--- config.mk ---
export PLATFORM = sky130hd
export DESIGN_NAME = fetch_unit
export DESIGN_NICKNAME = d
export VERILOG_FILES = /design/src/fetch_pkg.sv /design/src/fetch_unit.sv
export VERILOG_INCLUDE_DIRS = /design/src
export SDC_FILE = /design/constraint.sdc
export NUM_CORES = 1
export LEC_CHECK = 0
export BUFFER_PORTS_ARGS = -buffer_cell sky130_fd_sc_hd__buf_4
export CAP_MARGIN = 20
export CORE_AREA = 2 2 105 107
export DETAILED_ROUTE_END_ITERATION = 6
export DIE_AREA = 0 0 107 109
export GPL_TIMING_DRIVEN = 0
export PLACE_DENSITY = 0.71
export SLEW_MARGIN = 10
export SYNTH_ARGS = -nofsm -noshare
export SYNTH_HDL_FRONTEND = slang
export SYNTH_SLANG_ARGS = --single-unit
--- constraint.sdc ---
create_clock -name clock -period 2.5 [get_ports clock]
set_input_delay 0.625 -clock clock [delete_from_list [all_inputs] [get_ports clock]]
set_output_delay 0.625 -clock clock [all_outputs]
set_load 0.01 [all_outputs]
--- src/fetch_settings.svh ---
`ifndef FETCH_SETTINGS_SVH
`define FETCH_SETTINGS_SVH

// entries in each of the four halfword banks
// any power of two of 4 or more works
`define FETCH_BUF_LINES 16

// number of 64-bit words in the unified memory
`define FETCH_MEM_WORDS 256

// first fetch pc after reset
`define FETCH_RESET_PC 32'h0000_0000

`endif
--- src/fetch_pkg.sv ---
`include "fetch_settings.svh"

package fetch_pkg;

  localparam int buf_aw = $clog2(`FETCH_BUF_LINES);
  localparam int mem_aw = $clog2(`FETCH_MEM_WORDS);

  typedef struct packed {
    logic req;
    logic we;
    logic [mem_aw-1:0] addr;  // word index into the memory
    logic [63:0] wdata;
  } mem_req_t;

  typedef struct packed {
    logic valid;
    logic [63:0] rdata;
  } mem_rsp_t;

  typedef struct packed {
    logic valid;
    logic [31:0] pc;  // bits 2:1 are only set on the first line of a stream
    logic [63:0] data;
  } fetch_line_t;

  typedef struct packed {
    logic [31:0] pc;  // line pc with the offset of this halfword filled in
    logic [15:0] half;
  } half_entry_t;

  typedef struct packed {
    logic [3:0] we;
    logic [buf_aw-1:0] waddr;
    half_entry_t [3:0] wdata;
    logic [3:0][buf_aw-1:0] raddr;
  } bank_wr_t;

  typedef struct packed {
    half_entry_t [3:0] rdata;
  } bank_rd_t;

  typedef struct packed {
    logic valid;
    logic [31:0] pc;
    logic [31:0] instr;
  } issue_slot_t;

  typedef struct packed {
    logic [15:0] hi;
    logic [15:0] lo;
  } instr_half_t;

  typedef union packed {
    logic [31:0] raw;
    instr_half_t half;
  } instr_word_u;

endpackage

--- src/fetch_unit.sv ---
`timescale 1ns/1ps
`include "fetch_settings.svh"

module fetch_unit (
  input logic clock,
  input logic reset,
  input logic redirect,
  input logic [31:0] redirect_pc,
  input logic fetch_full,
  input logic fetch_grant,
  output fetch_pkg::mem_req_t fetch_req,
  input fetch_pkg::mem_rsp_t fetch_rsp,
  output fetch_pkg::fetch_line_t line,
  output logic clear
);

  logic [31:0] line_pc_q;  // keeps bits 2:1 of a redirect target until that line is granted
  logic [31:0] line_pc_next;
  logic [31:0] rsp_pc_q;  // pc of the line whose response is due next cycle
  logic drop_q;

  // the buffer always has room for the line in flight when this is issued
  always_comb begin
    fetch_req.req = ~fetch_full;
    fetch_req.we = 1'b0;
    fetch_req.addr = line_pc_q[fetch_pkg::mem_aw+2:3];
    fetch_req.wdata = '0;
  end

  always_comb begin
    line_pc_next = line_pc_q;
    if (redirect) begin
      line_pc_next = redirect_pc;
    end else if (fetch_grant) begin
      line_pc_next = {line_pc_q[31:3], 3'b000} + 32'd8;
    end
  end

  always_ff @(posedge clock) begin
    if (!reset) begin
      line_pc_q <= `FETCH_RESET_PC;
      drop_q <= 1'b0;
    end else begin
      line_pc_q <= line_pc_next;
      drop_q <= redirect & fetch_grant;  // this response still belongs to the old stream
    end
  end

  always_ff @(posedge clock) begin
    if (fetch_grant) begin
      rsp_pc_q <= line_pc_q;
    end
  end

  // a response arriving with the redirect itself is stale as well
  always_comb begin
    line.valid = fetch_rsp.valid & ~drop_q & ~redirect;
    line.pc = rsp_pc_q;
    line.data = fetch_rsp.rdata;
  end

  assign clear = redirect;

endmodule

== Word level (Yosys, flattened, before mapping) ==
Index checks and enable logic that the tools add are counted.

* Output and inout bits: 172
* Input port bits: 102
* Word-level logic and storage cells: 13
* Flip-flop bits (word level): 65

* Bitwise logic cells: 6
* Multiplexer cells: 2
* Add/sub/neg operators: 1
* Reduce and logical (&&, ||, !) cells: 1

{| class="wikitable"
|+ Operators by type and width
! cell !! number
|-
| 2-to-1 mux 32 bit || 2
|-
| adder 32 x 4 -> 32 bit (second input constant) || 1
|-
| AND 1 bit || 3
|-
| inverter 1 bit || 3
|-
| nonzero test 2 bit || 1
|}

== Depth between registers and ports, before layout ==
Gate-level depths: netlist of run 1.

* Depth after elaboration: 3
* Depth in mapped cells: 6
* Mapped depth without buffers: 5

== Least setup slack after synthesis of run 1 ==
Ideal clock, no wire load.

* Path kind: input-to-reg
* From: input fetch_grant
* To: register line_pc_q[25]
* Buffers on the path: 1
* Setup time: 0.122 ns
* Data arrival time: 2.048 ns
* Required time: 2.378 ns
* Path slack: 0.330 ns
* Cell stages on the path: 5
* Cell sequence: buf_2 > nand2_1 > or4_1 > o31a_1 > o311a_1

* Longest elaborated chain between the ends: 1

{| class="wikitable"
|+ Ends and longest elaborated chain
! item !! line !! source
|-
| from (decl) || fetch_unit.sv:10 || <nowiki>input logic fetch_grant,</nowiki>
|-
| nonzero test 2 bit (no line) || n/a ||
|-
| to (signal assigned) || fetch_unit.sv:41 || <nowiki>line_pc_q <= `FETCH_RESET_PC;</nowiki>
|-
| to (signal assigned) || fetch_unit.sv:44 || <nowiki>line_pc_q <= line_pc_next;</nowiki>
|-
| to (decl) || fetch_unit.sv:17 || <nowiki>logic [31:0] line_pc_q;</nowiki>
|}

Every way passes these cells.
A chain may end at the register's enable or synchronous reset.

== Worst setup path in the final report of run 1 ==
* From: input fetch_grant
* To: register line_pc_q[27]

The elaborated chain is that of the path after synthesis.

==> out/metrics.yaml, run 1 <==
clocking:
  worstSkewPairLatency_ns: 0.35
  root_buffer: "clkbuf_8"
  cts_sinks: 65
  clockBufferDepth: 2
  holdBufCountCts: 0
  numCtsBuffers: 9
  htreeDepth: 3
  cts_tree: "built"
  clkTransAtPathRegs_ns: 0.07
finish:
  post_route_cells_drive_above_1_share: 0.4904
  diodes: 0
  nets: 724
  fin_cells: 766
  area_growth_pct: 43.76
critical_path:
  crit_type: "input pin to flip-flop"
  worstReg2RegStart: "line_pc_q[3]$_SDFFE_PN0P_"
  crit_fanout: 33
  crit_chain: "buf_8, buf_2, nand2_1, or3_1, buf_2, or4_1, a31oi_1"
  cp.arrival_ns: 2.60
  worstSetupEndpointType: "flip-flop"
  path_buf_inv: 3
  reg2reg_slack_ns: 0.20
  path_delay_family: "simple AND/OR/NAND/NOR gates"
  required_ns: 2.77
  regToRegEndpoint: "line_pc_q[27]$_SDFFE_PN0P_"
  worst_path_max_delay_cell: "or4_1"
  startpoint_type: "input pin"
  crit_top_cell: "buf_2"
  reg2reg_depth: 6
  max_stage_delay_ns: 0.50
timing:
  skew_ns: 0.01083
  clock.fmax_ghz: 0.4302
  rsz0062_at_grt: "no"
  max-slew-margin-rel: 0.4296
  slew_viol_final: 0
  setup_viol: 0
  hold_violations: 0
  worstMarginPinSlew_ns: 0.8477
  min_period_ns: 2.325
  finalCritPeriodShare: 0.9298
  finalSetupTns_ns: 0
die:
  die-area_sq_um: 11660
  start_util: 0.3643
  io_pins: 274
  core.rowCount: 38
  die_y_microns: 109
  dieWidth_microns: 107
  design.core.area_sq_um: 10600
hold_path:
  min_to: "rsp_pc_q[0]$_DFFE_PP_"
  hold_path.class: "flip-flop to flip-flop"
  whs_path_depth: 0
  hp-start: "line_pc_q[0]$_SDFFE_PN0P_"
drt:
  drt-total-wl_microns: 11170
  drc: 0
  vias: 3399
  ant_nets: 0
  drtIter0Drc: 150
  vias_per_cell: 4.437
  drt_pass1_iterations: 5
  post_drt_wl_per_cell_microns: 14.58
grt:
  grt_start_max_net_pins: 34
  grt_pass1_vias: 3129
  grt-ovfl-total: 0
  grt_pass1_wl_microns: 16300
  grt_use_total: 0.1822
  antenna_found_initial: 0
yosys:
  synth_area_sq_um: 3862
  netlist-cell-type-count: 45
  synth_top_area_share: 0.2682
  synth_warnings: 0
  synth-seq-area-share: 0.4198
  synth_flop_cell: "dfxtp_1"
  yosys-top-cells-area: "buf_4 27%, edfxtp_1 25%, dfxtp_1 17%"
  ys_ff_latch: 65
  ys_async_sr_fraction: 0
  syn_inst: 402
  synth-edff-count: 32
  synth_area_leader_cell: "buf_4"
  syn_area_per_cell_sq_um: 9.608
placement:
  gp_congestion: 0.8809
  port_buffers: 144
  dp_cells: 750
  dp_hpwl_microns: 8984
pwr:
  total_power_mw: 2.659
  power_density_nw_per_um2: 478.9
  vdd_ir_drop_max_v: 0.0002474
  p_leak_nw: 2.662
outcome:
  status: "finished, final reports clean"
run:
  max_cap_viol_count: 0
how the worst max path moves through the flow:
stage	from	to	slack, ns	cells after the start
2_1_floorplan	fetch_grant	line_pc_q[25]$_SDFFE_PN0P_	0.33	5
3_3_place_gp	fetch_grant	line_pc_q[25]$_SDFFE_PN0P_	-0.31	6
3_5_place_dp	fetch_grant	line_pc_q[18]$_SDFFE_PN0P_	-0.37	6
4_1_cts	redirect	line[96]	0.07	5
5_1_grt	fetch_grant	line_pc_q[27]$_SDFFE_PN0P_	0.02	7
6_report	fetch_grant	line_pc_q[27]$_SDFFE_PN0P_	0.18	7
cells in the mapped netlist, types with 2 or more instances:
cell type,n
o311a_1,2
nand2b_1,2
a31oi_1,8
nand2_1,11
dfxtp_1,33
o21ai_0,16
and3_1,7
buf_4,138
a31o_2,2
nor3_1,4
or2_2,2
nor2_1,18
a311oi_1,2
nand4_1,14
o221ai_1,3
inv_1,8
xor2_1,2
nor4_1,7
nand3_1,8
clkbuf_1,9
buf_2,2
edfxtp_1,32
or3_1,5
mux2i_1,4
or4_1,6
o31ai_1,5
nor3b_1,8
xnor2_1,10
a21oi_1,16
buf_1,3
kinds of logic after synthesis:
family	after synthesis	synth area share
AO/OA/AOI/OAI	60	0.09881
flip-flops	65	0.4198
multiplexers	4	0.01037
other	1	0.0009709
AND/OR/NAND/NOR	99	0.1493
buffers and inverters	160	0.2902
adder cells (fa/ha/maj)	1	0.003239
XOR/XNOR	12	0.02721
flip-flops by register name (all words and copies together), names as in the netlist:
signal / cells
rsp_pc_q: 32
line_pc_q: 32
drop_q: 1
what timing repair did:
item	in CTS	in global routing
buffers inserted	0	0
hold endpoints to repair	0	0
resized for setup	2	2
endpoints found under the setup margin	3	3
worst register-to-register path: stages (launching register included):
cell and delay (ns):
dfxtp_1 0.49, ha_1 0.28, nand2_1 0.19, or3_1 0.40, buf_2 0.18, or4_1 0.50, a31oi_1 0.19
power by group:
part	internal, mW	switching (mW)	total (mW)
logic	0.341	0.260	0.602
clock network	0.411	0.393	0.804
registers	1.19	0.0613	1.25
total	1.95	0.714	2.66
layout make-up:
| type | count | area (sq um) |
|---|---|---|
| tap | 140 | 175.2 |
| multi-input combinational | 241 | 1369 |
| timing repair buffer | 144 | 1089 |
| inverter | 8 | 30.03 |
| sequential | 65 | 1622 |
| clock inverter | 3 | 17.52 |
| clock buffer | 13 | 158.9 |
| buffer | 152 | 1092 |
| fill | 983 | 5050 |
through the flow:
| step | hold slack (ns) | area, sq um | setup slack [ns] | util |
|---|---|---|---|---|
| final | 0.4330 | 5553 | 0.1754 | 0.5237 |
| after global routing | 0.4407 | 5553 | 0.01831 | 0.5237 |
| after CTS | 0.4295 | 5548 | 0.07388 | 0.5232 |
| after detailed placement | 0.4133 | 5359 | -0.3745 | 0.5054 |
| after global placement | 0.4062 | 5359 | -0.3143 | 0.5054 |
| after floorplan | 0.4002 | 4103 | 0.3300 | - |
routing by layer:
layer  track usage  wire length, microns  up-vias
met5             0                     0        -
met4       0.08442                   259        0
met3       0.06336                  1153       22
met2        0.3071                  5567      193
met1        0.2085                  4184     1522
li1              -                     -     1662
cell usage in the layout (no fill, tap or decap), types with 8 or more instances in the layout:
master	synthesis	layout
edfxtp_1	32	32
conb_1	1	65
a31oi_1	8	8
inv_1	8	8
dfxtp_1	33	33
nand4_1	14	14
xnor2_1	10	10
nand2_1	11	11
nand3_1	8	8
nor3b_1	8	8
o21ai_0	16	16
buf_4	138	281
clkbuf_8	0	11
nor2_1	18	18
clkbuf_1	9	11
a21oi_1	16	16
Power figures use the tool's default switching activity.
==> run 2, diff against run 1 <==
- CORE_AREA: 2 2 105 107 -> 2 2 108 110
- DIE_AREA: 0 0 107 109 -> 0 0 110 112
- PLACE_DENSITY: 0.71 -> 0.68
- clock period: 2.5 -> 2.7 ns (I/O delays scaled with it)
==> run 2 against run 1 <==
  * Final cell count rose by 0.39%
  * Register-to-register slack improved by 0.21 ns
  * Die area rose by 5.6%
  * Critical path depth fell by 1
  * Cell area rose by 1.5%
  * Sequential power fell by 7%
  * Critical path type unchanged
  * Power rose by 4.0%
  * Global-route usage fell by 0.47 points
==> out/metrics.yaml, run 2 (synthesis gave the netlist of run 1 again) <==
critical_path:
  worst_path_max_delay_cell: "or4_1"
  path_delay_family: "simple AND/OR/NAND/NOR gates"
  startpoint_type: "input pin"
  max_stage_delay_ns: 0.65  # +0.15 ns
  required_ns: 2.92  # +0.15 ns
  crit_chain: "buf_4, buf_2, nand2_1, or4_1, o31a_1, o311a_1"
  crit_fanout: 33  # unchanged
  path_buf_inv: 2  # -1
  worstSetupEndpointType: "flip-flop"
  crit_type: "input pin to flip-flop"
  cp.arrival_ns: 2.79  # +0.19 ns
clocking:
  clkTransAtPathRegs_ns: 0.05  # -0.02 ns
  worstSkewPairLatency_ns: 0.34  # about the same
  root_buffer: "clkbuf_16"
  htreeDepth: 3  # unchanged
  cts_tree: "built"
  numCtsBuffers: 9  # unchanged
  postCtsSetupBuffers: 0  # unchanged
  cts_sinks: 65  # unchanged
  clockBufferDepth: 2  # unchanged
die:
  design.core.area_sq_um: 11170  # +5.4%
  core.rowCount: 39  # +2.6%
  die_y_microns: 112  # +2.8%
  io_pins: 274  # unchanged
  start_util: 0.3456  # -0.01864
  die-area_sq_um: 12320  # +5.6%
  dieWidth_microns: 110  # +2.8%
finish:
  top_regs: "line_pc_q (32), rsp_pc_q (32), drop_q (1)"
  area_growth_pct: 45.87
  post_route_cells_drive_above_1_share: 0.4840  # -0.006390
  nets: 724  # unchanged
  mostFrequentLayoutCells: "282 x buf_4, 65 x conb_1, 33 x dfxtp_1, 32 x edfxtp_1, 18 x nor2_1"
  diodes: 0  # unchanged
  multi_input_area_sq_um: 1369  # unchanged
  final_common_cell: "buf_4"
  nFillCells: 1031  # +4.9%
  seqCellArea_sq_um: 1622  # unchanged
drt:
  drtIter0Drc: 181  # +21%
  vias: 3435  # +1.1%
  post_drt_wl_per_cell_microns: 14.67  # +0.64%
  drc: 0  # unchanged
  drt_pass1_iterations: 4  # -1
  ant_nets: 0  # unchanged
  vias_per_cell: 4.467  # +0.66%
  drt-total-wl_microns: 11280  # +1.0%
timing:
  min_period_ns: 2.567
  hold_violations: 0  # unchanged
  worstMarginPinSlew_ns: 0.8764  # +0.02872 ns
  slew_viol_final: 0  # unchanged
  clock.fmax_ghz: 0.3896
  hold_slack_ns: 0.4275  # -0.005496 ns
  finalSetupTns_ns: 0  # unchanged
  finalCritPeriodShare: 0.9506
  rsz0062_at_grt: "no"
  skew_ns: 0.004928  # -0.005900 ns
  setup_viol: 0  # unchanged
  max-slew-margin-rel: 0.4103  # -0.01932
pwr:
  netSwitchingFraction: 0.2528  # -0.01578
  p_comb_frac: 0.201  # -0.025
  power_density_nw_per_um2: 491.0  # +2.5%
  vdd_ir_drop_max_v: 0.0003190  # +29%
  p_leak_nw: 2.695  # +1.2%
  power.switching_uw: 699.4  # -2.1%
  total_power_mw: 2.766  # +4.0%
  seq_power_share: 0.421  # -0.051
  clkPwrFrac: 0.378  # +0.076
  p_int_mw: 2.067  # +6.3%
grt:
  grt_use_total: 0.1775  # -0.004714
  grt_pass1_vias: 3162  # +1.1%
  grt-ovfl-total: 0  # unchanged
  antenna_found_initial: 0  # unchanged
  grt_start_max_net_pins: 34  # unchanged
  grt_pass1_wl_microns: 16550  # +1.5%
hold_path:
  hold_path.class: "flip-flop to flip-flop"
run:
  max_cap_viol_count: 0  # unchanged
placement:
  gp_congestion: 0.8659  # -1.7%
  dp_hpwl_microns: 9062  # +0.87%
  port_buffers: 144  # unchanged
outcome:
  status: "finished, final reports clean"
run 2: cell count changes in the layout (fill, tap and decap cells not counted), sizes merged:
cell / delta
clkinv: -1
clkbuf: +1
buf: +1
clkinvlp: -1
run 2: per-layer routing:
| metal | part of all wire | track usage |
|---|---|---|
| met2 | 0.51 | 0.2990 |
| met1 | 0.37 | 0.2063 |
| met4 | 0.021 | 0.07679 |
| met5 | 0 | 0 |
| met3 | 0.10 | 0.05211 |
run 2: final timing paths:
check | start | endpoint | slack (ns) | cells after the start
hold reg to reg | line_pc_q[2]$_SDFFE_PN0P_ | rsp_pc_q[2]$_DFFE_PP_ | 0.43 | 0
setup / recovery | fetch_grant | line_pc_q[25]$_SDFFE_PN0P_ | 0.13 | 6
hold / removal | line_pc_q[2]$_SDFFE_PN0P_ | rsp_pc_q[2]$_DFFE_PP_ | 0.43 | 0
setup reg to reg | line_pc_q[3]$_SDFFE_PN0P_ | line_pc_q[25]$_SDFFE_PN0P_ | 0.41 | 5
run 2: stage by stage:
stage                     cells  setup slack, ns  instance area (sq um)  utilization
after global routing        769          0.03184                   5634       0.5042
after CTS                   769           0.1507                   5625       0.5034
final                       769           0.1333                   5634       0.5042
after detailed placement    753          -0.1968                   5363       0.4799
after global placement      753          -0.1793                   5363       0.4799
after floorplan             466           0.4800                   4103            -
run 2: timing repair:
action                                  CTS  global route
gates resized for setup                   0             1
endpoints found under the setup margin    0             2
hold buffers                              0             0
run 2: area by class of cell:
cell class,instances,area share
plain buffers,152,0.1936
clock buffers,15,0.04575
repair buffers,144,0.1919
well taps,143,0.03176
inverters,8,0.005330
clock inverters,1,0.0008883
flip-flops and latches,65,0.2878
multi-input cells,241,0.2429
run 2: power groups by stage:
stage          sequential, mW  combinational, mW  clock [mW]
2_1_floorplan            1.18              0.312           0
3_3_place_gp             1.18              0.548           0
3_5_place_dp             1.18              0.552           0
4_1_cts                  1.16              0.555        1.06
5_1_grt                  1.17              0.599        1.10
6_report                 1.16              0.556        1.05
run 2: worst register-to-register path: stages, from the launching register on:
cell and delay [ns]:
dfxtp_1 0.48, ha_1 0.28, nand2_1 0.19, or4_1 0.65, o31a_1 0.28, o311a_1 0.31
==> run 3, diff against run 2 <==
- REMOVE_ABC_BUFFERS: default -> 1
==> run 3 against run 2 <==
  * Combinational power shrank 48%
  * Clock power grew 26%
  * Via count shrank 17%
  * First-iteration DRC count grew 14%
==> out/metrics.yaml, run 3 (synthesis gave the netlist of run 1 again) <==
outcome:
  status: "finished, final reports clean"
critical_path:
  worst_path_max_delay_cell: "or3_1"
  max_stage_delay_ns: 0.57  # -0.08 ns
  crit_chain: "buf_4, nand2_1, or3_1, or4_1, a31oi_1"
  worstReg2RegStart: "line_pc_q[4]$_SDFFE_PN0P_"
  cp.arrival_ns: 2.81  # +0.02 ns
  crit_type: "input pin to flip-flop"
  crit_fanout: 51  # +55%
  startpoint_type: "input pin"
  worstSetupEndpointType: "flip-flop"
  critPathLaunch: "fetch_grant"
  required_ns: 2.95  # +0.03 ns
pwr:
  netSwitchingFraction: 0.2303  # -0.02246
  power_density_nw_per_um2: 666.2  # +36%
  p_comb_frac: 0.104  # -0.097
  p_leak_nw: 1.689  # -37%
  p_int_mw: 2.135  # +3.3%
  vdd_ir_drop_max_v: 0.0002919  # -8.5%
  clkPwrFrac: 0.477  # +0.099
  power.switching_uw: 638.8  # -8.7%
  seq_power_share: 0.419  # -0.002
drt:
  drt_pass1_iterations: 4  # unchanged
  ant_nets: 0  # unchanged
  drt-total-wl_microns: 12930  # +15%
  vias_per_cell: 5.116  # +15%
  drc: 0  # unchanged
  post_drt_wl_per_cell_microns: 23.34  # +59%
  drtIter0Drc: 207  # +14%
  vias: 2834  # -17%
die:
  core.rowCount: 39  # unchanged
  dieWidth_microns: 110  # unchanged
  io_pins: 274  # unchanged
  die_y_microns: 112  # unchanged
  start_util: 0.3456  # unchanged
  die-area_sq_um: 12320  # unchanged
  design.core.area_sq_um: 11170  # unchanged
finish:
  post_route_cells_drive_above_1_share: 0.2555  # -0.2286
  nets: 509  # -30%
  mostFrequentLayoutCells: "80 x buf_4, 65 x conb_1, 33 x dfxtp_1, 32 x edfxtp_1, 18 x nor2_1"
  nFillCells: 1116  # +8.2%
  fin_area_sq_um: 4163  # -26%
  fin_util: 0.3725  # -0.1317
  diodes: 0  # unchanged
  top_regs: "line_pc_q (32), rsp_pc_q (32), drop_q (1)"
  final_common_cell: "buf_4"
  area_growth_pct: 7.774
timing:
  setup_slack_ns: 0.1419  # +0.008579 ns
  skew_ns: 0.006897  # +0.001969 ns
  min_period_ns: 2.558  # -0.008579 ns
  rsz0062_at_grt: "no"
  max-slew-margin-rel: 0.3951  # -0.01521
  slew_viol_final: 0  # unchanged
  setup_viol: 0  # unchanged
  worstMarginPinSlew_ns: 0.8990  # +0.02260 ns
  clock.fmax_ghz: 0.3909  # +0.34%
  finalSetupTns_ns: 0  # unchanged
  hold_violations: 0  # unchanged
  finalCritPeriodShare: 0.9474  # -0.003177
placement:
  gp_congestion: 0.8153  # -5.8%
  dp_hpwl_microns: 9433  # +4.1%
  port_buffers: 80  # -44%
  pre_cts_slack_ns: -0.2101  # -0.01330 ns
  place_area_sq_um: 3791  # -29%
clocking:
  postCtsSetupBuffers: 0  # unchanged
  root_buffer: "clkbuf_16"
  cts_sinks: 65  # unchanged
  clockBufferDepth: 2  # unchanged
  numCtsBuffers: 9  # unchanged
  clkTransAtPathRegs_ns: 0.05  # about the same
  htreeDepth: 3  # unchanged
  worstSkewPairLatency_ns: 0.33  # about the same
  cts_resized: 0  # unchanged
  cts_tree: "built"
  holdBufCountCts: 0  # unchanged
grt:
  antenna_found_initial: 0  # unchanged
  grt_pass1_wl_microns: 17780  # +7.5%
  grt_start_max_net_pins: 52  # +53%
  grt_use_total: 0.2059  # +0.02845
  grt_pass1_vias: 2519  # -20%
  grt-ovfl-total: 0  # unchanged
hold_path:
  hp-start: "line_pc_q[2]$_SDFFE_PN0P_"
  hold_path.class: "flip-flop to flip-flop"
run:
  max_cap_viol_count: 0  # unchanged
## run 3: cell count changes in the layout (fill, tap and decap cells not counted)
cell,delta
clkbuf_1,-14
buf_1,-3
clkinvlp_4,+2
nor4_4,-1
clkbuf_8,-1
buf_4,-202
nor4_2,+1
buf_2,-2
bufinv_16,+3
clkinv_4,+1
buf_16,+1
## run 3: final cells by class
type / count / area, sq um / area share
clock buffer: 9 / 225.2 / 0.05410
clock inverter: 7 / 118.9 / 0.02855
inverter: 8 / 30.03 / 0.007214
multi-input combinational: 241 / 1360 / 0.3267
sequential: 65 / 1622 / 0.3895
tap: 143 / 178.9 / 0.04298
timing repair buffer: 81 / 628.1 / 0.1509
## run 3: metrics by stage
| stage | hold slack, ns | std cells | power [mW] |
|---|---|---|---|
| 3_3_place_gp | 0.4022 | 537 | 1.458 |
| 4_1_cts | 0.4224 | 553 | 2.786 |
| 6_report | 0.4215 | 554 | 2.773 |
| 5_1_grt | 0.4272 | 554 | 2.882 |
| 2_1_floorplan | 0.4002 | 314 | 1.303 |
| 3_5_place_dp | 0.4118 | 537 | 1.465 |
## run 3: worst paths after layout
path	end	slack (ns)	cells past startpoint
min reg2reg	rsp_pc_q[2]$_DFFE_PP_	0.42	0
min	rsp_pc_q[2]$_DFFE_PP_	0.42	0
max reg2reg	line_pc_q[27]$_SDFFE_PN0P_	0.35	5
max	line_pc_q[27]$_SDFFE_PN0P_	0.14	5
## run 3: power groups by stage
stage / logic, mW / clock network, mW / registers (mW)
finish: 0.288 / 1.32 / 1.16
global route: 0.317 / 1.39 / 1.17
CTS: 0.284 / 1.34 / 1.16
detailed placement: 0.281 / 0 / 1.18
global placement: 0.278 / 0 / 1.18
floorplan: 0.114 / 0 / 1.19
## run 3: routing by layer
metal | share of wire | up-vias | track usage
met3 | 0.24 | 21 | 0.2073
met1 | 0.39 | 1297 | 0.2497
li1 | - | 1234 | -
met5 | 0.0063 | - | 0.1050
met4 | 0.010 | 4 | 0.05232
met2 | 0.35 | 278 | 0.2405
## run 3: worst max-delay path: cells and delay by family
kind / cells / cell delay [ns]
AOI/OAI and AO/OA: 1 / 0.18
buffers and inverters: 1 / 0.47
and+or+nand+nor: 3 / 1.46
